--- src/rtl/core_pkg.sv ---
package core_pkg;

  localparam int xlen = 32;

  // major opcodes of the supported formats
  localparam logic [6:0] op_reg    = 7'b0110011;
  localparam logic [6:0] op_imm    = 7'b0010011;
  localparam logic [6:0] op_lui    = 7'b0110111;
  localparam logic [6:0] op_system = 7'b1110011;

  // funct3 codes
  localparam logic [2:0] f3_add_sub = 3'b000;
  localparam logic [2:0] f3_and     = 3'b111;
  localparam logic [2:0] f3_or      = 3'b110;
  localparam logic [2:0] f3_xor     = 3'b100;
  localparam logic [2:0] f3_slt     = 3'b010;

  // funct7 codes, sub is the only one that differs from zero
  localparam logic [6:0] f7_base = 7'b0000000;
  localparam logic [6:0] f7_sub  = 7'b0100000;

  localparam logic [31:0] ecall_word = 32'h0000_0073;

  typedef enum logic [2:0] {
    alu_add,
    alu_sub,
    alu_and,
    alu_or,
    alu_xor,
    alu_slt,
    alu_pass_b
  } alu_op_t;

  // one instruction word, three views of it
  typedef union packed {
    struct packed {
      logic [6:0] funct7;
      logic [4:0] rs2;
      logic [4:0] rs1;
      logic [2:0] funct3;
      logic [4:0] rd;
      logic [6:0] opcode;
    } r_fmt;
    struct packed {
      logic [11:0] imm;
      logic [4:0]  rs1;
      logic [2:0]  funct3;
      logic [4:0]  rd;
      logic [6:0]  opcode;
    } i_fmt;
    struct packed {
      logic [19:0] imm;
      logic [4:0]  rd;
      logic [6:0]  opcode;
    } u_fmt;
  } instr_t;

endpackage

--- src/rtl/instr_mem.sv ---
`timescale 1ns/1ps

module instr_mem #(
  parameter int imem_depth = 64,
  localparam int aw = $clog2(imem_depth)
) (
  input  logic                      clk,
  input  logic                      we,
  input  logic [aw-1:0]             waddr,
  input  logic [core_pkg::xlen-1:0] wdata,
  input  logic [aw-1:0]             raddr,
  output logic [core_pkg::xlen-1:0] rdata
);

  logic [core_pkg::xlen-1:0] mem [imem_depth];

  // host write path
  always_ff @(posedge clk) begin
    if (we) begin
      mem[waddr] <= wdata;
    end
  end

  // registered read, shared by fetch and host readback
  always_ff @(posedge clk) begin
    rdata <= mem[raddr];
  end

endmodule

--- config.mk ---
export PLATFORM = sky130hd
export DESIGN_NAME = instr_mem
export DESIGN_NICKNAME = d
export VERILOG_FILES = /design/src/rtl/core_pkg.sv /design/src/rtl/instr_mem.sv
export SDC_FILE = /design/constraint.sdc
export NUM_CORES = 2
export LEC_CHECK = 0
export BUFFER_PORTS_ARGS = -buffer_cell sky130_fd_sc_hd__buf_4
export CORE_ASPECT_RATIO = 0.7
export CORE_MARGIN = 2
export CORE_UTILIZATION = 55
export DETAILED_ROUTE_END_ITERATION = 10
export PLACE_DENSITY = 0.81
export SLEW_MARGIN = 0
export SYNTH_ARGS = -nofsm -noshare
export SYNTH_HDL_FRONTEND = slang
export SYNTH_SLANG_ARGS = --single-unit
--- constraint.sdc ---
create_clock -name clk -period 10.1 [get_ports clk]
set_input_delay 2.02 -clock clk [delete_from_list [all_inputs] [get_ports clk]]
set_output_delay 2.02 -clock clk [all_outputs]
set_load 0.005 [all_outputs]
==> results.md <==
* Worst Setup End Kind: flip-flop
* I/O Pins at 78
* Vias/cell at 7.155
* GRT Resource Usage Total at 30.73%
* Peak VDD IR at 0.2146 mV
* Placeable Area at 141200 sq um
* Die width at 455.6 microns
* Clk sinks at 2080
* Port bufs at 77
* Clock transition at path regs at 70 ps
* Worst Setup Start Kind: input port
* WL/cell at 40.33 microns
* Largest net degree at the start of global routing at 112
* Post-synth top area share at 78.33%
* Cell Count, Final, Fillers Out at 5523
* CTS resizes at 0
* Yosys Warn Count at 0
* Via Count at 39519
* Post-synth net total at 3370
* CTS root buf: clkbuf_16
* CTS tree: built
* Total congestion overflow at 0
* Worst skew pair latency at 840 ps
* Setup violators final at 0
* Final Util at 62.05%
* Synth unique cells at 34
* Post-CTS setup buffers at 0
* Avg Inst Size Synth at 23.62 sq um
* Seq/Total Area, Yosys at 79.14%
* Area delta synth->final at 11.56%
* Hold_buf cts at 0
* CTS max path bufs at 3
* Gpl congestion at 0.8138
* TNS Setup at 0 ps
* # rows at 115
* HP Class: flip-flop to flip-flop
* Post-Synthesis Cells at 3324
* Final period util at 52.38%
* Critical path data arrival time at 5950 ps
* DIE HEIGHT at 320.1 microns
* Slew Limit Fails at 0
* Outcome: complete, no violations
* Worst-Margin Slew at 1332 ps
* CTS Buf Count at 175
* DRC Markers at 0
* Post-DP HPWL at 107400 microns
* Setup Crit Path Kind: input port to flip-flop
* CP Data Required Time at 10750 ps
* Pwr per Cell Area at 198.1 nW/um^2
* Number of global-route vias before repair at 39937
* Total Routed Length at 222700 microns
* Maxcap violations at 0
* EDFF count, synth at 2048
* Nets at 3536
* DRT antenna net count at 0
* Peak Freq at 0.1890 GHz
* Post-Place Cells at 5185
* Synth Cell Area at 78520 sq um
* Layout cells sized above 1 at 28.69%
* Ys flop type: edfxtp_1
* Post-route minimum period at 5290 ps
* Die Area at 145800 sq um
* LEAKAGE at 0.02705 uW
* Starting DRT DRC Count at 7814
* Yosys top cell by area: edfxtp_1
* Asr flop ratio synth at 0%
* H-tree depth at 4
* Starting Density at 55.62%
* Top cells by area, synth: edfxtp_1 78%, mux4_2 16%, mux2i_1 1.2%
* DRT Pass-1 Iters at 6
* Worst R2R Path Depth at 4
* First-pass GRT wire length at 309100 microns
* Slew headroom at 11.21%
* Final Hold Viols at 0
* Seq cells post-synth at 2080
* Min-Delay Path Depth at 4
* Unrepaired setup endpoints after global routing: false
* Worst Skew at 53.31 ps
* Initial antenna violation count at 29
* CP max FO at 100
## state kept, by name (all words and copies together) (netlist names)
name,cells
rdata,32
mem,2048
## layout by cell type (no fill, tap or decap), drive strengths merged
cell type / n
edfxtp: 2048
mux4: 544
clkbuf: 211
buf: 171
nor2: 137
mux2i: 93
clkinv: 91
o22ai: 84
a21oi: 62
dfxtp: 32
o221ai: 27
nand2: 26
nor2b: 15
bufinv: 14
a22oi: 12
clkinvlp: 10
diode: 8
a311oi: 8
nand2b: 8
nor3: 7
nand3b: 5
nand3: 5
or3b: 5
and3: 4
a41o: 4
o32ai: 4
inv: 4
or3: 3
or2: 3
and2: 2
nand4: 2
a31oi: 1
nand4b: 1
## critical path, cell delays in order
cell,delay (ps)
buf_8,370
buf_12,520
buf_4,750
mux4_2,440
mux4_2,510
o22ai_1,810
nor2_1,190
## path summary, 6_finish.rpt
kind               start        end  slack (ps)
max             raddr[1]  rdata[24]        4810
min          mem[12][17]  rdata[17]         790
max reg2reg  mem[55][31]  rdata[31]        7400
min reg2reg  mem[12][17]  rdata[17]         790
## kinds of logic (layout without fill, tap and decap cells)
group,Yosys count,after routing,share of synthesized area [%]
flip-flops,2080,2080,79.14
other,0,8,0
buffers and inverters,182,501,1.128
AO/OA/AOI/OAI,202,202,1.673
AND/OR/NAND/NOR,223,223,1.265
multiplexers,637,637,16.79
## synth_stat cells, types with 7 or more instances
library cell and instances:
dfxtp_1 32, a22oi_1 12, a311oi_1 8, nor2_1 137
a21oi_1 62, mux2i_1 93, nand2_1 26, nand2b_1 8
buf_4 25, buf_2 57, edfxtp_1 2048, nor2b_1 15
buf_1 21, clkbuf_1 74, o221ai_1 27, nor3_1 7
o22ai_1 84, mux4_2 544
## routing by layer
metal	vias up	GRT usage, %	wire (microns)
li1	14575	-	-
met1	20337	41.48	73220
met2	3892	46.49	103500
met3	689	9.424	34780
met4	26	14.47	11090
met5	-	0	182
## where the power goes
group	internal [uW]	leakage (uW)	switching (uW)
Clock	3650	0.00278	3220
Combinational	321	0.00557	568
Sequential	9550	0.0187	46.7
Total	13500	0.0270	3830
## final cells by class
cell class / instances / area (sq um)
Clock buffer: 211 / 4606
Fill cell: 8796 / 53560
Sequential cell: 2080 / 62140
Clock inverter: 119 / 1122
Tap cell: 1872 / 2342
Timing Repair Buffer: 171 / 1394
Antenna cell: 8 / 20.02
Multi-Input combinational cell: 1062 / 15970
## metrics by stage
stage / setup slack, ps / hold WS (ps) / area, sq um / total power (uW)
finish: 4810 / 785.6 / 87590 / 17350
global route: 4652 / 838.0 / 87590 / 17700
CTS: 4984 / 787.3 / 87570 / 17360
detailed placement: 4126 / 744.6 / 81840 / 10640
global placement: 4191 / 712.4 / 81840 / 10610
floorplan: 4920 / 663.2 / 78520 / 10220
(Power assumes the default switching activity.)
