[src/rtl/core_pkg.sv]
package core_pkg;

  localparam int xlen = 32;

  // major opcodes of the supported formats
  localparam logic [6:0] op_reg    = 7'b0110011;
  localparam logic [6:0] op_imm    = 7'b0010011;
  localparam logic [6:0] op_lui    = 7'b0110111;
  localparam logic [6:0] op_system = 7'b1110011;

  // funct3 codes
  localparam logic [2:0] f3_add_sub = 3'b000;
  localparam logic [2:0] f3_and     = 3'b111;
  localparam logic [2:0] f3_or      = 3'b110;
  localparam logic [2:0] f3_xor     = 3'b100;
  localparam logic [2:0] f3_slt     = 3'b010;

  // funct7 codes, sub is the only one that differs from zero
  localparam logic [6:0] f7_base = 7'b0000000;
  localparam logic [6:0] f7_sub  = 7'b0100000;

  localparam logic [31:0] ecall_word = 32'h0000_0073;

  typedef enum logic [2:0] {
    alu_add,
    alu_sub,
    alu_and,
    alu_or,
    alu_xor,
    alu_slt,
    alu_pass_b
  } alu_op_t;

  // one instruction word, three views of it
  typedef union packed {
    struct packed {
      logic [6:0] funct7;
      logic [4:0] rs2;
      logic [4:0] rs1;
      logic [2:0] funct3;
      logic [4:0] rd;
      logic [6:0] opcode;
    } r_fmt;
    struct packed {
      logic [11:0] imm;
      logic [4:0]  rs1;
      logic [2:0]  funct3;
      logic [4:0]  rd;
      logic [6:0]  opcode;
    } i_fmt;
    struct packed {
      logic [19:0] imm;
      logic [4:0]  rd;
      logic [6:0]  opcode;
    } u_fmt;
  } instr_t;

endpackage

[src/rtl/execute_stage.sv]
`timescale 1ns/1ps

module execute_stage (
  input  logic                      clk,
  input  logic                      rst_n,
  input  logic                      hold,
  input  logic                      ex_valid,
  input  core_pkg::alu_op_t         ex_alu_op,
  input  logic [core_pkg::xlen-1:0] ex_a,
  input  logic [core_pkg::xlen-1:0] ex_b,
  input  logic [4:0]                ex_rd,
  input  logic                      ex_regwrite,
  input  logic                      ex_ecall,
  output logic                      wb_we,
  output logic [4:0]                wb_rd,
  output logic [core_pkg::xlen-1:0] wb_data,
  output logic                      halted
);

  logic [core_pkg::xlen-1:0] alu_res;
  logic                      less;

  ////////////////////
  // alu
  ////////////////////

  // slt compares signed
  assign less = $signed(ex_a) < $signed(ex_b);

  always_comb begin
    case (ex_alu_op)
      core_pkg::alu_add:    alu_res = ex_a + ex_b;
      core_pkg::alu_sub:    alu_res = ex_a - ex_b;
      core_pkg::alu_and:    alu_res = ex_a & ex_b;
      core_pkg::alu_or:     alu_res = ex_a | ex_b;
      core_pkg::alu_xor:    alu_res = ex_a ^ ex_b;
      core_pkg::alu_slt:    alu_res = {{(core_pkg::xlen - 1){1'b0}}, less};
      core_pkg::alu_pass_b: alu_res = ex_b;
      default:              alu_res = '0;
    endcase
  end

  ////////////////////
  // writeback
  ////////////////////

  // same value goes to the register file and back to decode
  assign wb_we   = ex_valid && ex_regwrite && !hold;
  assign wb_rd   = ex_rd;
  assign wb_data = alu_res;

  // sticky until reset
  always_ff @(posedge clk) begin
    if (!rst_n) begin
      halted <= 1'b0;
    end else if (ex_valid && ex_ecall) begin
      halted <= 1'b1;
    end
  end

  halted_sticky: assert property (
    @(posedge clk) halted && rst_n |=> halted
  );

endmodule

[config.mk]
export PLATFORM = sky130hd
export DESIGN_NAME = execute_stage
export DESIGN_NICKNAME = d
export VERILOG_FILES = /design/src/rtl/core_pkg.sv /design/src/rtl/execute_stage.sv
export SDC_FILE = /design/constraint.sdc
export NUM_CORES = 1
export LEC_CHECK = 0
export BUFFER_PORTS_ARGS = -buffer_cell sky130_fd_sc_hd__buf_4
export CORE_MARGIN = 5
export CORE_UTILIZATION = 50
export CTS_BUF_LIST = sky130_fd_sc_hd__clkbuf_8
export DETAILED_ROUTE_END_ITERATION = 7
export PLACE_DENSITY = 0.74
export SLEW_MARGIN = 20
export SYNTH_ARGS = -nofsm -noshare
export SYNTH_HDL_FRONTEND = slang
export SYNTH_SLANG_ARGS = --single-unit
[constraint.sdc]
create_clock -name clk -period 9.2 [get_ports clk]
set_clock_uncertainty 0.05 [all_clocks]
set_input_delay 2.3 -clock clk [delete_from_list [all_inputs] [get_ports clk]]
set_output_delay 2.3 -clock clk [all_outputs]
set_load 0.02 [all_outputs]
==> summary.md <==
| Metric | Value |
|---|---|
| DR WL/cell | 17.06 µm |
| Starting Density | just over 50% |
| Largest registers | halted: 1 flops |
| Fill cells | about 1100 |
| Yosys warning total | 0 |
| # port buffers | 106 |
| Gp weighted congestion | 1.009 |
| Clock slew at reported path FFs | 0 ns |
| Max reg flops | 1 |
| Height of the die | 115.8 µm |
| Final Hold Fails | 0 |
| Status | finished, final reports clean |
| First-pass DRT Iterations | 7 |
| CP Launch Type | primary input |
| Vias | ~6300 |
| Leakage Power | 3.064 nW |
| Area of the multi-input gates | 4947 µm² |
| Site Rows | 38 |
| Fmax | 123.8 MHz |
| DIE AREA | 13410 µm² |
| Crit path max fanout | 5 |
| Leading area contributor after synthesis | ha_1 |
| Crit path DAT | 5.73 ns |
| Post-synth ARST share | 0% |
| Nets | ~1100 |
| Final Total Pwr | approximately 0.00042 W |
| Core Util, Final | approximately three fifths |
| Biggest register | halted |
| CP Class | in2out |
| DRC viols | 0 |
| Final setup viols | 0 |
| Peak VDD IR | 0.04709 mV |
| DR vias/cell | a little over 6 |
| Syn nets | 1010 |
| Final worst path period share | 87.83% |
| Total power divided by cell area | 66.41 nW/µm² |
| Initial antenna violation count | 0 |
| Hold slack | 0.4366 ns |
| Hold-fix buffers, CTS | 0 |
| # Max-Cap Violations | 0 |
| Post-DP HPWL | 13240 µm |
| Resize count post-CTS | 0 |
| CORE AREA | 10890 µm² |
| #FFs+latches synth | 1 |
| Synth area leaders | ha_1 (24%), inv_1 (6.5%), a21oi_1 (6.2%), nor2_1 (5.3%), mux2i_1 (5.0%) |
| Die W | 115.8 µm |
| Count leader, synth | ha_1 |
| Syn_area_per_cell | slightly below 7 µm² |
| GR Util All Layers | 24.64% |
| Top post-synthesis cells by count | ha_1 (106), inv_1 (97), nor2_1 (79), a21oi_1 (69), o21ai_0 (44) |
| Seq. cell area | 20.02 µm² |
| Least-Margin Pin Slew | 0.7913 ns |
| Global-route wire length before repair | 28070 µm |
| Syn Std Cell Area | 5598 µm² |
| Clk Latency, worst-skew pair | 0 ns |
| Ys flop type | dfxtp_1 |
| Yosys cell types | 74 |
| Slew headroom | 46.80% |
| Tmin final | 8.080 ns |
| Post-synth EDFFs | 0 |
| Initial DRC Count | 481 |
| Layout cell share with drive strength beyond 1 | 15.49% |
| Antenna diode count | 0 |
| Sequential area share after synthesis | 0.3576% |
| Postcts setup bufs | 0 |
| DRT antenna net count | 0 |
| Num ports | 117 |
| Mapped Cells | 824 |
| Global route overflow | 0 |
| Hold Path Class | reg2reg |
| Final Max Slew Viols | 0 |
| Routed wire length | 17370 µm |
| Crit. End Element | primary output |
| Share of the synthesized area in the top cell type | 23.69% |
| Largest net degree at the start of global routing | 74 |
| Number of global-route vias before repair | between 5000 and 6000 |
| WP data required | 6.85 ns |
| RSZ-0062 raised after global routing | no |
| Setup Total Neg Slack | 0 ns |
| Synth-to-Final Area Change | 13.52% |
-- cells by family (layout without fill, tap and decap cells) --
kind of cell	Yosys count	after routing	synth area share (%)
multiplexers	33	33	6.012
AND/OR/NAND/NOR	206	206	17.41
AO/OA/AOI/OAI	304	304	38.20
buffers and inverters	157	211	11.27
XOR/XNOR	15	15	2.347
adder cells (fa/ha/maj)	108	108	24.41
flip-flops	1	1	0.3576
-- routing by layer --
metal	vias to the layer above	part of all wire (%)	global-route usage, %
met5	-	0	0
met4	0	2.6	5.878
met3	41	7.8	1.253
met2	294	45	40.70
met1	2894	45	35.24
li1	3097	-	-
-- per-stage QoR --
stage                     cell area (µm²)  worst slack (ns)  cells
final                                6355             1.120   1018
after floorplan                      5598             1.769    824
after detailed placement             6355             1.234   1018
after CTS                            6355             1.218   1018
after global routing                 6355            0.8189   1018
after global placement               6355             1.313   1018
-- final timing paths --
check	start	to	slack (ns)	cells past startpoint
max	ex_a[0]	wb_data[30]	1.12	13
min	halted	halted	0.44	2
max reg2reg	halted	halted	8.57	2
min reg2reg	halted	halted	0.44	2
-- area by class of cell --
| type | instances | share of cell area (%) |
|---|---|---|
| Inverter | 99 | 5.848 |
| Multi-Input combinational cell | 666 | 77.85 |
| Timing Repair Buffer | 112 | 13.23 |
| Sequential cell | 1 | 0.3150 |
| Tap cell | 140 | 2.756 |
-- where the power goes --
part / leakage (nW) / internal (W) / switching [W]
clock: 0 / 0 / 0
combinational: 3.06 / 0.000169 / 0.000248
sequential: 0.00829 / 0.00000473 / 0.000000143
-- worst max-delay path: stages --
cell and delay, ns:
buf_4 0.11, ha_1 0.25, fa_1 0.45, a211oi_1 0.30, o21ai_1 0.22, o211ai_1 0.32
nand2_1 0.13, a311oi_1 0.61, o21ai_1 0.28, a211oi_1 0.30, o311a_1 0.19, a221o_1 0.12
buf_4 0.14
-- layout by cell type, fill, tap and decap left out, types with 12 or more instances in the layout --
master	instances
a22oi_1	16
xnor2_1	14
buf_4	112
a21oi_1	69
o211ai_1	18
nor2_1	79
inv_1	97
o21bai_1	15
o21ai_0	44
o22ai_1	20
nor3_1	18
ha_1	106
mux2i_1	28
nand2_1	38
nand3_1	16
a31oi_1	12
a211oi_1	14
o221ai_1	12
Note: power is estimated with default switching activity, not from simulation.
