==> src/rtl/core_pkg.sv <==
package core_pkg;

  localparam int xlen = 32;

  // major opcodes of the supported formats
  localparam logic [6:0] op_reg    = 7'b0110011;
  localparam logic [6:0] op_imm    = 7'b0010011;
  localparam logic [6:0] op_lui    = 7'b0110111;
  localparam logic [6:0] op_system = 7'b1110011;

  // funct3 codes
  localparam logic [2:0] f3_add_sub = 3'b000;
  localparam logic [2:0] f3_and     = 3'b111;
  localparam logic [2:0] f3_or      = 3'b110;
  localparam logic [2:0] f3_xor     = 3'b100;
  localparam logic [2:0] f3_slt     = 3'b010;

  // funct7 codes, sub is the only one that differs from zero
  localparam logic [6:0] f7_base = 7'b0000000;
  localparam logic [6:0] f7_sub  = 7'b0100000;

  localparam logic [31:0] ecall_word = 32'h0000_0073;

  typedef enum logic [2:0] {
    alu_add,
    alu_sub,
    alu_and,
    alu_or,
    alu_xor,
    alu_slt,
    alu_pass_b
  } alu_op_t;

  // one instruction word, three views of it
  typedef union packed {
    struct packed {
      logic [6:0] funct7;
      logic [4:0] rs2;
      logic [4:0] rs1;
      logic [2:0] funct3;
      logic [4:0] rd;
      logic [6:0] opcode;
    } r_fmt;
    struct packed {
      logic [11:0] imm;
      logic [4:0]  rs1;
      logic [2:0]  funct3;
      logic [4:0]  rd;
      logic [6:0]  opcode;
    } i_fmt;
    struct packed {
      logic [19:0] imm;
      logic [4:0]  rd;
      logic [6:0]  opcode;
    } u_fmt;
  } instr_t;

endpackage

==> src/rtl/reg_file.sv <==
`timescale 1ns/1ps

module reg_file (
  input  logic                      clk,
  input  logic                      rst_n,
  input  logic [4:0]                rs1,
  input  logic [4:0]                rs2,
  output logic [core_pkg::xlen-1:0] rs1_data,
  output logic [core_pkg::xlen-1:0] rs2_data,
  input  logic [4:0]                dbg_addr,
  output logic [core_pkg::xlen-1:0] dbg_data,
  input  logic                      we,
  input  logic [4:0]                rd,
  input  logic [core_pkg::xlen-1:0] wd
);

  // x0 is cleared at reset and never written
  logic [core_pkg::xlen-1:0] regs [32];

  always_ff @(posedge clk) begin
    if (!rst_n) begin
      for (int i = 0; i < 32; i++) begin
        regs[i] <= '0;
      end
    end else if (we && rd != 5'd0) begin
      regs[rd] <= wd;
    end
  end

  // operand ports
  assign rs1_data = regs[rs1];
  assign rs2_data = regs[rs2];

  // debug port
  assign dbg_data = regs[dbg_addr];

  x0_reads_zero: assert property (
    @(posedge clk) disable iff (!rst_n)
    rs1 == 5'd0 |-> rs1_data == '0
  );

endmodule

==> config.mk <==
export PLATFORM = sky130hd
export DESIGN_NAME = reg_file
export DESIGN_NICKNAME = d
export VERILOG_FILES = /design/src/rtl/core_pkg.sv /design/src/rtl/reg_file.sv
export SDC_FILE = /design/constraint.sdc
export NUM_CORES = 2
export LEC_CHECK = 0
export BUFFER_PORTS_ARGS = -buffer_cell sky130_fd_sc_hd__buf_2
export CAP_MARGIN = 40
export CORE_MARGIN = 2
export CORE_UTILIZATION = 49
export DETAILED_ROUTE_END_ITERATION = 7
export GPL_ROUTABILITY_DRIVEN = 0
export HOLD_SLACK_MARGIN = 0.03
export PLACE_DENSITY = 0.76
export SLEW_MARGIN = 10
export SYNTH_ARGS = -nofsm -noshare
export SYNTH_HDL_FRONTEND = slang
export SYNTH_SLANG_ARGS = --single-unit
==> constraint.sdc <==
create_clock -name clk -period 3.5 [get_ports clk]
set_input_delay 0.175 -clock clk [delete_from_list [all_inputs] [get_ports clk]]
set_output_delay 0.175 -clock clk [all_outputs]
set_load 0.05 [all_outputs]
==> flow_summary_export.csv <==
group,metric,value,unit
outcome,outcome,"complete, no violations",
floorplan,ioPinCount,151,
logic_synthesis,netlist_top_cells_area,"edfxtp_1 (48%), mux2i_1 (24%), and2_1 (9.7%)",
detailed_routing,dr.pass1.iters,7,
logic_synthesis,synth-edff-count,1024,
power_and_ir_drop,sw_frac_of_total,29.7,%
floorplan,dieArea,135000,µm²
clock_tree,cts.sinks,1024,
sta,drv_slew,0,
detailed_routing,wl,246000,µm
detailed_routing,via_per_inst,6.93,
placed_design,io_buffers,150,
layout,drive_gt1_share,10.8,%
logic_synthesis,synth_async_sr_flop_share,0,%
global_routing,antenna_found_initial,34,
power_and_ir_drop,p_per_area,443,nW/µm²
global_routing,grt_first_pass_wirelength,348000,µm
critical_path,crit_path_end_kind,"output pin",
critical_path,cp_slowest_cell,"nor2b_4",
layout,reg_top3,"regs (1024)",
global_routing,grt-ovfl-total,0,
detailed_routing,route.vias.total,52597,
logic_synthesis,yosysTopAreaCellShare,47.7,%
power_and_ir_drop,combPwrFrac,17.7,%
floorplan,core,131000,µm²
clock_tree,root_buffer,"clkbuf_16",
sta,hold_violations,0,
clock_tree,clockBufferDepth,3,
logic_synthesis,synth_ff_type,"edfxtp_1",
critical_path,critPathArrivalTime,2780,ps
clock_tree,ctsHtreeMaxLevel,3,
critical_path,path_cells,"buf_2 > nor2b_4 > buf_4 > buf_4 > a22oi_1 > a31oi_1 > nand3_1 > buf_2",
logic_synthesis,synth_warnings,0,
placed_design,placed_area,68400,µm²
detailed_routing,route.detailed.drc,0,
sta,max-slew-margin-rel,38.9,%
power_and_ir_drop,ir_drop,392,µV
layout,largest_reg_flops,1024,
layout,fin_nets,5781,
power_and_ir_drop,p_clk_share,36.0,%
floorplan,initial_core_util,49.2,%
min_path,hold_path.class,"in2reg",
sta,fmax,339,MHz
flow_run,drv_cap,0,
sta,tightest_slew,917,ps
power_and_ir_drop,pwr-share-seq,46.3,%
placed_design,place_hpwl,142000,µm
clock_tree,cts_tree,"built",
logic_synthesis,synth_common_cells,"mux2i_1 (1,536), edfxtp_1 (1,024), and2_1 (995)",
floorplan,die_w,367,µm
critical_path,crit_path_max_incr_delay,670,ps
critical_path,cp.required,3320,ps
logic_synthesis,synth_top_area_cell,"edfxtp_1",
layout,stdcell_area,72000,µm²
detailed_routing,detail-route-antenna-nets,0,
sta,finalSetupViolations,0,
global_routing,grt_max_degree,69,
sta,tns,0,ps
global_routing,grt_pass1_vias,51141,
power_and_ir_drop,power_switching,9.48,mW
clock_tree,cts_setup_buffers,0,
logic_synthesis,synthMostInstantiatedCell,"mux2i_1",
logic_synthesis,synth_seq_area_share,47.7,%
floorplan,die_height,367,µm
critical_path,path_class,"in2out",
sta,hold_slack,59.4,ps
floorplan,rows,133,
logic_synthesis,ys_types,32,
logic_synthesis,synth_area,64500,µm²
logic_synthesis,ys_ff_latch,1024,
detailed_routing,wire_per_inst,32.3,µm
clock_tree,cts_buffers,106,
detailed_routing,drtIter0Drc,8550,
layout,finalNonFillerCells,7592,
sta,post-route-period-util,84.3,%
clock_tree,clk_pin_slew,60,ps
layout,area_delta_synth_final,11.6,%
sta,rsz0062_at_grt,"false",
placed_design,place_inst,7367,
critical_path,cp-start-kind,"input pin",
global_routing,gr-usage-all-layers,35.2,%
critical_path,path_max_fanout,18,
logic_synthesis,synth_area_per_cell,11.2,µm²
sta,fin_crit,2950,ps
power_and_ir_drop,leakagePower,29.0,nW
logic_synthesis,postSynthCellCount,5767,
layout,top_register,"regs",
power_and_ir_drop,power.internal,22.4,mW
[power groups by stage]
stage | Combinational, mW | Clock (mW) | Sequential, mW
after floorplan | 3.56 | 0 | 14.8
after global routing | 5.80 | 11.9 | 14.8
after detailed placement | 5.43 | 0 | 15.0
final | 5.64 | 11.5 | 14.8
after global placement | 5.34 | 0 | 14.9
after CTS | 5.45 | 11.4 | 14.7
[kinds of logic after synthesis]
family                 count (synthesis)  synth area share (%)
AO/OA/AOI/OAI                        895                  9.37
buffers and inverters                577                  4.22
flip-flops                          1024                  47.7
multiplexers                        1536                  23.8
other                                  1               0.00581
AND/OR/NAND/NOR                     1734                  14.9
[critical path: cells and delay by family]
| kind | cells | cell delay (ps) |
|---|---|---|
| compound gates | 2 | 570 |
| buf+inv | 4 | 1120 |
| simple gates | 2 | 880 |
[layer usage]
layer  global-route usage, %  part of all wire, %  up-vias  wire length (µm)
met4                    22.1                  6.5       24             16000
met5                  0.0712                0.060        -               148
met1                    44.3                   35    25509             86500
met3                    11.2                   14     1119             35400
met2                    52.5                   44     4602            107000
li1                        -                    -    21343                 -
[layout by cell type, fill, tap and decap left out, types with 3 or more instances in the layout]
master | Yosys | routed
a21oi_1 | 288 | 288
a22o_1 | 192 | 192
a22oi_1 | 288 | 288
a31oi_1 | 96 | 96
and2_1 | 995 | 992
and2_4 | 0 | 3
buf_12 | 0 | 85
buf_16 | 0 | 4
buf_2 | 107 | 147
buf_4 | 100 | 152
buf_8 | 0 | 4
bufinv_16 | 0 | 11
clkbuf_1 | 307 | 24
clkbuf_16 | 0 | 107
clkinv_1 | 0 | 23
clkinv_2 | 0 | 21
clkinvlp_4 | 0 | 3
conb_1 | 1 | 32
diode_2 | 0 | 25
dlygate4sd3_1 | 0 | 4
edfxtp_1 | 1024 | 1024
mux2i_1 | 1536 | 1536
nand2_1 | 293 | 290
nand2_2 | 1 | 4
nand2b_2 | 0 | 3
nand2b_4 | 0 | 3
nand3_1 | 289 | 289
nand3b_1 | 3 | 3
nor2_4 | 5 | 34
nor2b_4 | 0 | 6
nor3_1 | 96 | 96
o21ai_4 | 0 | 31
or2_2 | 3 | 3
[per-stage QoR]
stage	setup WS, ps	util [%]	power, mW
floorplan	-26.4	-	18.4
detailed placement	704	52.2	20.4
CTS	690	54.8	31.6
global placement	748	52.1	20.2
global route	604	54.9	32.5
finish	549	54.9	31.9
[repair_timing]
action	in CTS	in global routing
endpoints found under the hold margin	75	0
resized for setup	0	0
hold buffers	4	0
[worst paths after layout]
| path | endpoint | cells after the start | slack (ps) | startpoint |
|---|---|---|---|---|
| hold / removal | regs[2][11] | 2 | 60 | wd[11] |
| setup / recovery | rs1_data[8] | 8 | 550 | rs1[0] |
[final cells by class]
type,count,area (µm²)
clock inverters,63,614
inverters,1,3.75
well taps,1755,2200
fillers,10851,59200
repair buffers,396,3790
diodes,25,62.6
clock buffers,131,2770
flip-flops and latches,1024,30700
multi-input cells,4197,31800
Note: power is estimated with default switching activity, not from simulation.
