**src/rtl/core_pkg.sv**
```systemverilog
package core_pkg;

  localparam int xlen = 32;

  // major opcodes of the supported formats
  localparam logic [6:0] op_reg    = 7'b0110011;
  localparam logic [6:0] op_imm    = 7'b0010011;
  localparam logic [6:0] op_lui    = 7'b0110111;
  localparam logic [6:0] op_system = 7'b1110011;

  // funct3 codes
  localparam logic [2:0] f3_add_sub = 3'b000;
  localparam logic [2:0] f3_and     = 3'b111;
  localparam logic [2:0] f3_or      = 3'b110;
  localparam logic [2:0] f3_xor     = 3'b100;
  localparam logic [2:0] f3_slt     = 3'b010;

  // funct7 codes, sub is the only one that differs from zero
  localparam logic [6:0] f7_base = 7'b0000000;
  localparam logic [6:0] f7_sub  = 7'b0100000;

  localparam logic [31:0] ecall_word = 32'h0000_0073;

  typedef enum logic [2:0] {
    alu_add,
    alu_sub,
    alu_and,
    alu_or,
    alu_xor,
    alu_slt,
    alu_pass_b
  } alu_op_t;

  // one instruction word, three views of it
  typedef union packed {
    struct packed {
      logic [6:0] funct7;
      logic [4:0] rs2;
      logic [4:0] rs1;
      logic [2:0] funct3;
      logic [4:0] rd;
      logic [6:0] opcode;
    } r_fmt;
    struct packed {
      logic [11:0] imm;
      logic [4:0]  rs1;
      logic [2:0]  funct3;
      logic [4:0]  rd;
      logic [6:0]  opcode;
    } i_fmt;
    struct packed {
      logic [19:0] imm;
      logic [4:0]  rd;
      logic [6:0]  opcode;
    } u_fmt;
  } instr_t;

endpackage

```
**src/rtl/decode_stage.sv**
```systemverilog
`timescale 1ns/1ps

module decode_stage (
  input  logic                      clk,
  input  logic                      rst_n,
  input  logic                      hold,
  input  core_pkg::instr_t          if_instr,
  input  logic [core_pkg::xlen-1:0] if_pc,
  input  logic                      if_valid,
  output logic [4:0]                rs1,
  output logic [4:0]                rs2,
  input  logic [core_pkg::xlen-1:0] rs1_data,
  input  logic [core_pkg::xlen-1:0] rs2_data,
  input  logic                      fwd_we,
  input  logic [4:0]                fwd_rd,
  input  logic [core_pkg::xlen-1:0] fwd_data,
  output logic [core_pkg::xlen-1:0] dec_pc,
  output logic                      ex_valid,
  output core_pkg::alu_op_t         ex_alu_op,
  output logic [core_pkg::xlen-1:0] ex_a,
  output logic [core_pkg::xlen-1:0] ex_b,
  output logic [4:0]                ex_rd,
  output logic                      ex_regwrite,
  output logic                      ex_ecall
);

  logic                      supported;
  logic                      is_ecall;
  logic                      use_imm;
  core_pkg::alu_op_t         alu_op;
  logic [core_pkg::xlen-1:0] imm;
  logic [4:0]                rd;
  logic [core_pkg::xlen-1:0] op_a;
  logic [core_pkg::xlen-1:0] fwd_b;
  logic [core_pkg::xlen-1:0] op_b;

  assign dec_pc = if_pc;

  ////////////////////
  // instruction decode
  ////////////////////

  always_comb begin
    supported = 1'b0;
    is_ecall  = 1'b0;
    use_imm   = 1'b0;
    alu_op    = core_pkg::alu_add;
    imm       = '0;
    rd        = '0;
    rs1       = '0;
    rs2       = '0;
    // opcode sits in the same bits in every view
    case (if_instr.r_fmt.opcode)
      core_pkg::op_reg: begin
        rs1       = if_instr.r_fmt.rs1;
        rs2       = if_instr.r_fmt.rs2;
        rd        = if_instr.r_fmt.rd;
        supported = 1'b1;
        case ({if_instr.r_fmt.funct7, if_instr.r_fmt.funct3})
          {core_pkg::f7_base, core_pkg::f3_add_sub}: alu_op = core_pkg::alu_add;
          {core_pkg::f7_sub, core_pkg::f3_add_sub}:  alu_op = core_pkg::alu_sub;
          {core_pkg::f7_base, core_pkg::f3_and}:     alu_op = core_pkg::alu_and;
          {core_pkg::f7_base, core_pkg::f3_or}:      alu_op = core_pkg::alu_or;
          {core_pkg::f7_base, core_pkg::f3_xor}:     alu_op = core_pkg::alu_xor;
          {core_pkg::f7_base, core_pkg::f3_slt}:     alu_op = core_pkg::alu_slt;
          default:                                   supported = 1'b0;
        endcase
      end
      core_pkg::op_imm: begin
        rs1       = if_instr.i_fmt.rs1;
        rd        = if_instr.i_fmt.rd;
        use_imm   = 1'b1;
        supported = 1'b1;
        imm       = {{20{if_instr.i_fmt.imm[11]}}, if_instr.i_fmt.imm};
        case (if_instr.i_fmt.funct3)
          core_pkg::f3_add_sub: alu_op = core_pkg::alu_add;
          core_pkg::f3_and:     alu_op = core_pkg::alu_and;
          core_pkg::f3_or:      alu_op = core_pkg::alu_or;
          core_pkg::f3_xor:     alu_op = core_pkg::alu_xor;
          default:              supported = 1'b0;
        endcase
      end
      core_pkg::op_lui: begin
        rd        = if_instr.u_fmt.rd;
        use_imm   = 1'b1;
        supported = 1'b1;
        imm       = {if_instr.u_fmt.imm, 12'b0};
        alu_op    = core_pkg::alu_pass_b;
      end
      core_pkg::op_system: begin
        // only the exact ecall word, everything else retires as a no-op
        if (if_instr == core_pkg::ecall_word) begin
          supported = 1'b1;
          is_ecall  = 1'b1;
        end
      end
      default: begin
        supported = 1'b0;
      end
    endcase
  end

  ////////////////////
  // operand forwarding
  ////////////////////

  // result of the instruction in execute beats the register file
  assign op_a = (fwd_we && fwd_rd != 5'd0 && fwd_rd == rs1) ? fwd_data : rs1_data;
  assign fwd_b = (fwd_we && fwd_rd != 5'd0 && fwd_rd == rs2) ? fwd_data : rs2_data;
  assign op_b = use_imm ? imm : fwd_b;

  // decode-to-execute register, unsupported words become bubbles
  always_ff @(posedge clk) begin
    if (!rst_n) begin
      ex_valid    <= 1'b0;
      ex_regwrite <= 1'b0;
      ex_ecall    <= 1'b0;
    end else if (!hold) begin
      ex_valid    <= if_valid && supported;
      ex_regwrite <= supported && !is_ecall;
      ex_ecall    <= is_ecall;
    end
  end

  always_ff @(posedge clk) begin
    if (!hold) begin
      ex_alu_op <= alu_op;
      ex_a      <= op_a;
      ex_b      <= op_b;
      ex_rd     <= rd;
    end
  end

endmodule

```
**config.mk**
```make
export PLATFORM = sky130hd
export DESIGN_NAME = decode_stage
export DESIGN_NICKNAME = d
export VERILOG_FILES = /design/src/rtl/core_pkg.sv /design/src/rtl/decode_stage.sv
export SDC_FILE = /design/constraint.sdc
export NUM_CORES = 1
export LEC_CHECK = 0
export BUFFER_PORTS_ARGS = -buffer_cell sky130_fd_sc_hd__buf_2
export CORE_AREA = 2 2 110 112
export DETAILED_ROUTE_END_ITERATION = 8
export DIE_AREA = 0 0 112 114
export PLACE_DENSITY_LB_ADDON = 0.1
export SYNTH_ARGS = -nofsm -noshare
export SYNTH_HDL_FRONTEND = slang
export SYNTH_SLANG_ARGS = --single-unit
```
**constraint.sdc**
```tcl
create_clock -name clk -period 3.8 [get_ports clk]
set_input_delay 0 -clock clk [delete_from_list [all_inputs] [get_ports clk]]
set_output_delay 0 -clock clk [all_outputs]
set_load 0.05 [all_outputs]
```
==> run summary <==
The die is 114 um tall. The share of final-layout standard cells stronger than drive strength 1 is 0.449. The share of flip-flops with an asynchronous set or reset was 0. The core region is 11700 sq um. The fmax came out at 336 MHz. TritonCTS built the clock tree. The startpoint type of the worst setup path is an input port. The path with the worst hold slack has its endpoint at dec_pc[19]. The worst supply voltage drop on vdd is 201 uV. Fraction of power consumed by sequential logic: 0.418. Internal power comes to 1.68 mW. Counting cells, the worst reg-to-reg path comes to 3. In this run the horizontal extent of the chip is 112 um. The first global-routing pass estimated 19700 um of wire.

The number of distinct library cell variants in the gate-level netlist after synthesis was 49; the antenna diode instance count was 0. The combinational power share was 0.238; the setup total negative slack was 0 ps. For the number of max-capacitance violations reported, the log shows 0. The number of enable-type register cells in the synthesized netlist came out at 72. For this run, the leading register cell type out of synthesis is edfxtp_1. The congestion estimate from routability-driven global placement came to 0.776. Summed over all nets, the half-perimeter wirelength after detailed placement is 9070 um. The number of flip-flops and latches in the synthesized netlist was 75; the depth of the worst hold-timing path was 0. After detailed placement, the total cell area comes to 5350 sq um. The H-tree was split into 3 levels. The count of final max-slew check failures came out at 0. The sort of element at the end of the critical path was a flip-flop. Setup repair after global routing left no endpoint under its margin. The starting density of the core is 0.374. The via density per instance was 4.97. At the worst endpoint, the required time is 3870 ps. In the final design database the tool counted 789 nets. The power density relative to cell area was 373 nW/um^2. The clock-pin transition on the worst setup and hold timing paths was 50 ps.

The average instance in the mapped netlist occupies 12.3 sq um. The detailed router finished its first iteration with 126 violations. The number of buffers between clock root and the deepest sink came out at 2. 287 I/O pins were placed. The run gives 12800 um as the total wire length.

Fraction of power spent switching nets: 0.292. The run finished with clean final reports. The class of the tightest hold or removal check was input port to output port. In the routed design, unresolved DRC markers number 0. Critical path class: input port to flip-flop.

The number of port buffers is 222, and the clock latency on the worst-skew pair is 320 ps. The first-pass iteration count of the detailed router came out at 4. For the final database, setup skew stands at 0 ps. The logs give 3921 for the via count of the first global-routing pass and 9 for the total clock buffers created by CTS. The run gives 43 as the maximum number of pins on one net before global-route repair. The area growth from synthesis to final layout was 45.8%.

The area of the mapped netlist was 4380 sq um; the slew at the pin closest to its max-slew limit was 1160 ps. The count of nets left with antenna violations after detail routing is 0, and the count of endpoints failing hold in the final timing report is 0. The Yosys step of the flow raised 0 warnings.

The number of setup violations in the final report is 0, and the final critical-path share of the clock period is 0.783. The total routing resource utilization after global routing is 0.198, and the minimum clock period after layout is 2970 ps. In this run the static leakage power is 3.02 nW. CTS placed an instance of clkbuf_16 at the clock tree root. Once layout is done, the placed cells without fillers occupy 6380 sq um.

The minimum setup slack among reg-to-reg paths is 2600 ps. Summing over every cut layer, the via total after detailed routing is 3823. The instance count of the mapped netlist came out at 357. The library cells used most frequently in the layout, excluding fill and tap cells, are 222 x buf_2, 75 x dlygate4sd3_1, 72 x edfxtp_1.

Source of the worst hold timing path: if_pc[19]. The endpoint identified for the worst register-to-register timing path is ex_regwrite. Clock tree synthesis found a total of 75 sinks. The remaining global-route overflow came out at 0. After floorplanning, the core was divided into 40 placement rows. For the worst setup path, the data arrival time is 3050 ps.

The largest driver fanout on the critical path works out to 32. The headroom to the max-slew limit was 0.228. The logs give 0.344 for the share of power burned in the clock network and 0.695 mW for the switching power. Leaving out fill and tap cells, the most frequent cell in the layout is buf_2. The net count after synthesis was 527. In this run the critical register-to-register path is launched from ex_regwrite. Dividing the detail-routed wire length by the instance count gives 16.6 um.

The run gives 0.507 as the share of the yosys chip area belonging to registers. The run gives 0 as the number of antenna violations at the first check in global routing. The die covers 12800 sq um.
## worst max path at each step
stage          endpoint   startpoint  slack (ps)
2_1_floorplan  ex_a[10]  if_instr[6]        1540
3_3_place_gp   ex_a[31]  if_instr[6]        1080
3_5_place_dp   ex_a[31]  if_instr[6]        1040
4_1_cts        ex_a[31]  if_instr[6]         850
5_1_grt        ex_a[31]  if_instr[6]         650
6_report       ex_a[31]  if_instr[6]         830
## synthesized netlist by cell type, types with 2 or more instances
library cell,number,area share
buf_2,2,0.0023
o21ai_1,32,0.037
dfxtp_1,3,0.014
nor3_1,5,0.0057
o21bai_1,3,0.0051
a22oi_1,3,0.0051
xor2_1,2,0.0040
nand3_1,5,0.0057
mux2_4,30,0.10
a21oi_1,20,0.023
nor2b_1,9,0.013
mux2_1,2,0.0051
nand4_1,2,0.0029
nor4_1,5,0.0071
clkbuf_1,12,0.010
or4_1,2,0.0034
nand3b_1,2,0.0034
nand2_1,17,0.015
and2_1,8,0.011
buf_4,35,0.060
xnor2_1,3,0.0060
edfxtp_1,72,0.49
inv_1,2,0.0017
mux2i_1,34,0.078
nor4bb_1,2,0.0046
a31oi_1,4,0.0057
nor2_1,10,0.0086
o21ai_0,5,0.0057
and3_1,4,0.0057
buf_12,3,0.014
## stage by stage
step                      power [mW]  setup slack [ps]  utilization  instances  hold slack (ps)
after CTS                       2.41               850        0.545        769            0.341
after floorplan                 1.43              1540            -        357              128
after global placement          1.51              1080        0.457        680            0.341
final                           2.38               825        0.545        769           0.0220
after global routing            2.48               652        0.545        769           0.0761
after detailed placement        1.52              1040        0.457        680            0.341
## layer usage
metal / GRT usage / part of all wire
met1: 0.244 / 0.42
met2: 0.348 / 0.50
met3: 0.0430 / 0.074
met4: 0.0642 / 0.012
met5: 0 / 0
## power groups by stage
stage                     sequential (mW)  combinational (mW)  clock, mW
after global placement               1.01               0.503          0
after CTS                           0.994               0.568      0.849
after floorplan                      1.24               0.192          0
after detailed placement             1.01               0.507          0
final                               0.993               0.566      0.819
after global routing                0.998               0.598      0.884
## cell type report
class	instances	area, sq um
sequential	75	2220
tap	147	184
clock inverter	4	53.8
fill	1032	5330
clock buffer	10	229
multi-input combinational	227	1770
timing repair buffer	304	1910
inverter	2	8.76
## repair_timing
| item | CTS | global route |
|---|---|---|
| setup buffers | 0 | 0 |
| resized for setup | 0 | 0 |
| endpoints found under the hold margin | 42 | 0 |
| hold buffers | 75 | 0 |
## kinds of logic (layout without fill, tap and decap cells)
logic type,count (synthesis),count (layout),synth area share
simple gates,81,81,0.110
compound gates,75,75,0.0963
flops,75,75,0.507
mux,66,66,0.186
buf+inv,55,320,0.0906
xor+xnor,5,5,0.0100
## sequential cells by signal, summed over array words and instances, names as in the netlist
register / count
ex_a: 32
ex_alu_op: 3
ex_b: 32
ex_ecall: 1
ex_rd: 5
ex_regwrite: 1
ex_valid: 1
## critical path, stage by stage
cell and delay (ps):
buf_2 110, nand2b_4 160, nor4_4 300, and2_1 220
xor2_1 60, or4_2 1090, mux2_1 520, dlygate4sd3_1 560
Power figures use the tool's default switching activity.
