### src/rtl/core_pkg.sv
package core_pkg;

  localparam int xlen = 32;

  // major opcodes of the supported formats
  localparam logic [6:0] op_reg    = 7'b0110011;
  localparam logic [6:0] op_imm    = 7'b0010011;
  localparam logic [6:0] op_lui    = 7'b0110111;
  localparam logic [6:0] op_system = 7'b1110011;

  // funct3 codes
  localparam logic [2:0] f3_add_sub = 3'b000;
  localparam logic [2:0] f3_and     = 3'b111;
  localparam logic [2:0] f3_or      = 3'b110;
  localparam logic [2:0] f3_xor     = 3'b100;
  localparam logic [2:0] f3_slt     = 3'b010;

  // funct7 codes, sub is the only one that differs from zero
  localparam logic [6:0] f7_base = 7'b0000000;
  localparam logic [6:0] f7_sub  = 7'b0100000;

  localparam logic [31:0] ecall_word = 32'h0000_0073;

  typedef enum logic [2:0] {
    alu_add,
    alu_sub,
    alu_and,
    alu_or,
    alu_xor,
    alu_slt,
    alu_pass_b
  } alu_op_t;

  // one instruction word, three views of it
  typedef union packed {
    struct packed {
      logic [6:0] funct7;
      logic [4:0] rs2;
      logic [4:0] rs1;
      logic [2:0] funct3;
      logic [4:0] rd;
      logic [6:0] opcode;
    } r_fmt;
    struct packed {
      logic [11:0] imm;
      logic [4:0]  rs1;
      logic [2:0]  funct3;
      logic [4:0]  rd;
      logic [6:0]  opcode;
    } i_fmt;
    struct packed {
      logic [19:0] imm;
      logic [4:0]  rd;
      logic [6:0]  opcode;
    } u_fmt;
  } instr_t;

endpackage

### src/rtl/fetch_stage.sv
`timescale 1ns/1ps

module fetch_stage #(
  parameter int imem_depth = 64,
  localparam int aw = $clog2(imem_depth)
) (
  input  logic                      clk,
  input  logic                      rst_n,
  input  logic                      hold,
  output logic [aw-1:0]             imem_addr,
  input  logic [core_pkg::xlen-1:0] imem_rdata,
  output core_pkg::instr_t          if_instr,
  output logic [core_pkg::xlen-1:0] if_pc,
  output logic                      if_valid
);

  // word pc with a carry bit past the last word, and the pc of the read in flight
  logic [aw:0]   pc;
  logic [aw-1:0] pc_d;
  logic          valid_d;

  // while held, keep reading the word in flight so it is
  // still on imem_rdata when the pipeline moves again
  assign imem_addr = hold ? pc_d : pc[aw-1:0];

  always_ff @(posedge clk) begin
    if (!rst_n) begin
      pc       <= '0;
      pc_d     <= '0;
      valid_d  <= 1'b0;
      if_valid <= 1'b0;
      if_pc    <= '0;
    end else if (!hold) begin
      pc       <= pc + 1'b1;
      pc_d     <= pc[aw-1:0];
      valid_d  <= 1'b1;
      if_valid <= valid_d;
      // byte address of the word now entering decode
      if_pc    <= {{(core_pkg::xlen - aw - 2){1'b0}}, pc_d, 2'b00};
    end
  end

  // fetch-to-decode payload
  always_ff @(posedge clk) begin
    if (!hold) begin
      if_instr <= imem_rdata;
    end
  end

  pc_in_range: assert property (
    @(posedge clk) disable iff (!rst_n)
    pc <= (aw + 1)'(imem_depth - 1)
  );

endmodule

### config.mk
export PLATFORM = sky130hd
export DESIGN_NAME = fetch_stage
export DESIGN_NICKNAME = d
export VERILOG_FILES = /design/src/rtl/core_pkg.sv /design/src/rtl/fetch_stage.sv
export SDC_FILE = /design/constraint.sdc
export NUM_CORES = 1
export LEC_CHECK = 0
export ABC_CLOCK_PERIOD_IN_PS = 1800
export BUFFER_PORTS_ARGS = -buffer_cell sky130_fd_sc_hd__clkbuf_2
export CAP_MARGIN = 25
export CORE_UTILIZATION = 44
export DETAILED_ROUTE_END_ITERATION = 8
export PLACE_DENSITY = 0.79
export SYNTH_ARGS = -nofsm -noshare
export SYNTH_HDL_FRONTEND = slang
export SYNTH_SLANG_ARGS = --single-unit
### constraint.sdc
create_clock -name clk -period 1.8 [get_ports clk]
set_input_delay 0.36 -clock clk [delete_from_list [all_inputs] [get_ports clk]]
set_output_delay 0.36 -clock clk [all_outputs]
set_load 0.02 [all_outputs]
==> run metrics, run 1 <==
status finished, final reports clean; sequential-to-total area share from yosys stat 69.6%; vias 1155; most used cell, CP clkbuf_2; GR Util All Layers 13.9%; H-Tree Depth 2; peak supply drop 0.590 mV; Setup Skew 0.00751 ns; MaxCap Viol Count 0; design area 2440 µm²; # port buffers 79; row count 23; Setup CP Type in -> out; Worst-path clk slew 0.09 ns; TritonCTS buffer count 5; Root Buffer clkbuf_8; commonest non-fill, non-tap cell in the layout clkbuf_2; antenna viol nets, final 0; slowest stage delay, CP 0.40 ns; Final Max Tran Viols 0; WL final 3310 µm; vias in the first global route 1025; Final Wtd Congestion 0.689; Post-CTS Hold Buffers 0; post-DR vias/cell 4.38; most frequent cells in the layout clkbuf_2 (79), edfxtp_1 (32), conb_1 (26); Syn Area/Cell 15.2 µm²; Final #Nets 249; clk_lat worst skew 0.29 ns; Placed Cells 256; Final Hold Fails 0; Clock Path Buffers 2; drt pass-1 iters 4; CP Cell Sequence clkbuf_2 -> mux2_2 -> clkbuf_2; Worst path slowest cell mux2_2; # setup viols final 0; Fillers 345; die width 68.7 µm; die area 4710 µm²; Leakage 1.13 nW; synth unique cells 19; Hold Crit Class in -> reg; Yosys reg bits 52; I/O pins 106; first-pass GRT wire length 4640 µm; dpl cell area 2320 µm²; Largest delay share family, worst path buffers and inverters; Fin Setup TNS 0 ns; Core ar. 4140 µm²; CP max FO 13; r2r setup slk 0.70 ns; Syn Inst Count 129; TritonCTS clock tree built; Area Growth Syn to Fin 24.6%; Crit path arrival time 1.20 ns; setup bufs post-CTS 0; fin util 58.8%; crit path capture type output pin; cts repair resizes 0; Buf/Inv on CP 2; dpl hpwl 2510 µm; largest net degree at the start of global routing 34; # DRC 0; count of yosys warnings during synthesis 0; gr ovfl total 0; Pwr Density 1000 nW/µm²; number of inserted diodes 0; Post-Synthesis Cell Area 1960 µm²; die height 68.7 µm; layout cell share with drive strength beyond 1 44.9%; drt initial violations 74; final cycle utilization of the critical path 86.4%; Routed wire per std cell 12.5 µm; Startpoint Class input port; CTS sink cnt 52; Final Power 2.44 mW; number of antenna violations at the first check in global routing 0; WP data required 1.44 ns; RSZ-0062 raised after global routing no; Initial Util 47.2%; achievable clock frequency 0.643 GHz; final worst path period need 1.56 ns; final cell count without fillers 264
## synthesized netlist by cell type
library cell  instances  share of area, %
buf_6                 1              0.58
o21a_1                1              0.38
inv_1                 1              0.19
and2_1                9               2.9
mux2i_1               9               4.6
nand2_1               1              0.19
clkbuf_1              2              0.38
nand3_1               1              0.26
nor2b_1               9               2.9
nand2b_1              2              0.64
ha_1                  1              0.64
edfxtp_1             32                49
and4b_1               1              0.51
buf_4                27                10
nand4b_1              1              0.45
dfxtp_1              20                20
mux2_2                6               3.5
xnor2_1               4               1.8
conb_1                1              0.19
## final cells by class
| cell class | instances | area, µm² | share of cell area, % |
|---|---|---|---|
| flip-flops and latches | 52 | 1360 | 55.9 |
| multi-input cells | 71 | 463 | 19.0 |
| repair buffers | 82 | 430 | 17.7 |
| clock buffers | 5 | 68.8 | 2.82 |
| well taps | 50 | 62.6 | 2.57 |
| clock inverters | 3 | 46.3 | 1.90 |
| inverters | 1 | 3.75 | 0.154 |
## worst paths after layout
kind                       start            to  cells after the start
setup / recovery            hold  imem_addr[5]                      3
hold / removal    imem_rdata[16]  if_instr[16]                      1
setup reg to reg           pc[0]         pc[4]                      4
hold reg to reg          valid_d       valid_d                      1
## kinds of logic after synthesis
kind of cell | share of synthesized area (%)
flops | 69.6
buf+inv | 11.5
simple gates | 7.80
mux | 8.06
xor+xnor | 1.79
fa+ha+maj | 0.640
other cells | 0.192
compound gates | 0.384
## through the flow
| stage | worst slack [ns] | hold WS [ns] |
|---|---|---|
| after floorplan | 0.0946 | 0.427 |
| after global placement | 0.252 | 0.445 |
| after detailed placement | 0.242 | 0.443 |
| after CTS | 0.248 | 0.222 |
| after global routing | 0.211 | 0.219 |
| final | 0.244 | 0.234 |
## where the power goes
group / leakage (nW) / total [mW] / switching [mW] / internal [mW]
Clock: 0.0548 / 0.788 / 0.370 / 0.419
Sequential: 0.475 / 1.36 / 0.0242 / 1.34
Combinational: 0.599 / 0.292 / 0.197 / 0.0954
## registers in the layout, indices dropped and copies added (netlist names)
signal    flops
pc_d          6
pc            6
if_pc         6
valid_d       1
if_valid      1
if_instr     32
## routing by layer
metal / wire length, µm / track usage (%) / part of all wire (%)
met1: 1390 / 16.2 / 42
met2: 1510 / 23.5 / 46
met3: 383 / 4.93 / 12
met4: 17 / 4.69 / 0.51
met5: 0 / 0 / 0
No activity file was read; power rests on OpenSTA's default activity.
==> run 2: changes to the inputs <==
--- a/config.mk
+++ b/config.mk
@@ -8,8 +8,11 @@
 export ABC_CLOCK_PERIOD_IN_PS = 1800
 export BUFFER_PORTS_ARGS = -buffer_cell sky130_fd_sc_hd__clkbuf_2
 export CAP_MARGIN = 25
+export CORE_ASPECT_RATIO = 0.5
 export CORE_UTILIZATION = 44
 export DETAILED_ROUTE_END_ITERATION = 8
+export GPL_TIMING_DRIVEN = 0
+export MAX_ROUTING_LAYER = met4
 export PLACE_DENSITY = 0.79
 export SYNTH_ARGS = -nofsm -noshare
 export SYNTH_HDL_FRONTEND = slang
==> run 2 against run 1 <==
- flip-flop and latch count is the same
- critical endpoint is now imem_addr[3]
- core utilization up 5.9 points
- die area grew 0.35%
- cell count up 12%
- worst setup slack improved by 0.11 ns
- first-iteration DRC count fell by 88%
- critical path depth shrank 1
==> run metrics, run 2 (same netlist as run 1, synthesis figures left out) <==
row count 16; Sw Pwr 0.570 mW; hold worst-path end if_instr[24]; Final Max Tran Viols 0; MaxCap Viol Count 0; Logic pwr share 13.8%; R2R cell count 4; final worst path period need 1.45 ns; # port buffers 78; hold-critical path depth 1; commonest non-fill, non-tap cell in the layout clkbuf_2; Reg power frac 55.5%; crit path capture type output pin; number of antenna violations at the first check in global routing 0; Worst-path clk slew 0.09 ns; worst reg2reg path startpoint pc[0]; Crit path arrival time 1.09 ns; largest net degree at the start of global routing 27; CP max FO 4; clk_lat worst skew 0.29 ns; met3 routed WL 365 µm; WL final 3410 µm; Area Growth Syn to Fin 35.1%; peak supply drop 0.466 mV; Setup Skew 0.00205 ns; setup bufs post-CTS 0; RSZ-0062 raised after global routing no; GR Util All Layers 14.9%; Post-CTS Hold Buffers 0; WP data required 1.44 ns; Clk pwr share 30.7%; gr ovfl total 0; Final WS setup 0.350 ns; layout cell share with drive strength beyond 1 49.8%; first-pass GRT wire length 5060 µm; I/O pins 106; Pwr Density 929 nW/µm²; achievable clock frequency 0.690 GHz; Final Wtd Congestion 0.741; met2 wire length 1680 µm; TritonCTS clock tree built; # setup viols final 0; Setup CP Type reg -> out; hold path startpoint imem_rdata[24]; Startpoint Class register; P_int 1.88 mW; drt initial violations 9; Fillers 328; CTS sink cnt 52; Core ar. 4080 µm²; die area 4730 µm²; cts repair resizes 0; final cycle utilization of the critical path 80.5%; TritonCTS buffer count 5; most frequent cells in the layout clkbuf_2 (78), edfxtp_1 (32), buf_4 (27); antenna viol nets, final 0; sequential cell area 1360 µm²; number of inserted diodes 0; post-DR vias/cell 4.21; pre-CTS setup slack 0.258 ns; dpl hpwl 2630 µm; H-Tree Depth 2; die width 96.3 µm; die height 49.1 µm; drt pass-1 iters 4; switch share 23.2%; Clock Path Buffers 2; Hold Crit Class in -> reg; # DRC 0; wl on met1 1330 µm; status finished, final reports clean; multi-input logic area 463 µm²; vias 1241; R2R Path End pc[4]; vias in the first global route 1132; Final Power 2.45 mW; r2r setup slk 0.69 ns; Routed wire per std cell 11.6 µm; Root Buffer clkbuf_8; Final #Nets 276; Final Hold Fails 0; max FFs per register 32; Leakage 1.27 nW; largest register by flop count if_instr; DR top layer met4; Initial Util 47.9%
run 2: power by group through the flow:
stage / sequential [mW] / clock (mW) / combinational (mW)
after floorplan: 1.47 / 0 / 0.148
after global placement: 1.39 / 0 / 0.328
after detailed placement: 1.39 / 0 / 0.340
after CTS: 1.36 / 0.773 / 0.340
after global routing: 1.37 / 0.820 / 0.365
final: 1.36 / 0.753 / 0.340
run 2: cell type report:
cell class,instances,area share [%]
flip-flops and latches,52,51.5
multi-input cells,71,17.5
repair buffers,79,15.8
plain buffers,30,8.38
clock buffers,6,2.75
well taps,54,2.56
clock inverters,2,1.33
inverters,1,0.142
run 2: worst max path at each step:
stage | startpoint | endpoint | slack (ns) | cells past startpoint
detailed placement | hold | if_instr[0] | 0.26 | 4
global route | pc[0] | imem_addr[0] | 0.31 | 2
finish | pc[3] | imem_addr[3] | 0.35 | 2
global placement | hold | if_instr[0] | -0.13 | 3
CTS | pc[3] | imem_addr[3] | 0.34 | 2
floorplan | hold | if_instr[0] | 0.09 | 3
run 2: critical path, stage by stage (launching register included):
cell and delay [ns]:
dfxtp_1 0.36, mux2_2 0.28, clkbuf_2 0.16
run 2: routing by layer:
metal	vias to the layer above	global-route usage [%]
li1	610	-
met1	558	15.7
met2	69	26.4
met3	4	4.83
met4	0	4.48
met5	-	-
run 2: per-stage QoR:
step | setup TNS (ns) | std cells | area (µm²) | hold slack, ns | utilization, %
5_1_grt | 0 | 295 | 2640 | 0.217 | 64.7
2_1_floorplan | 0 | 154 | 2050 | 0.427 | -
3_3_place_gp | -4.10 | 286 | 2510 | 0.435 | 61.4
3_5_place_dp | 0 | 287 | 2530 | 0.444 | 62.1
6_report | 0 | 295 | 2640 | 0.237 | 64.7
4_1_cts | 0 | 295 | 2640 | 0.230 | 64.7
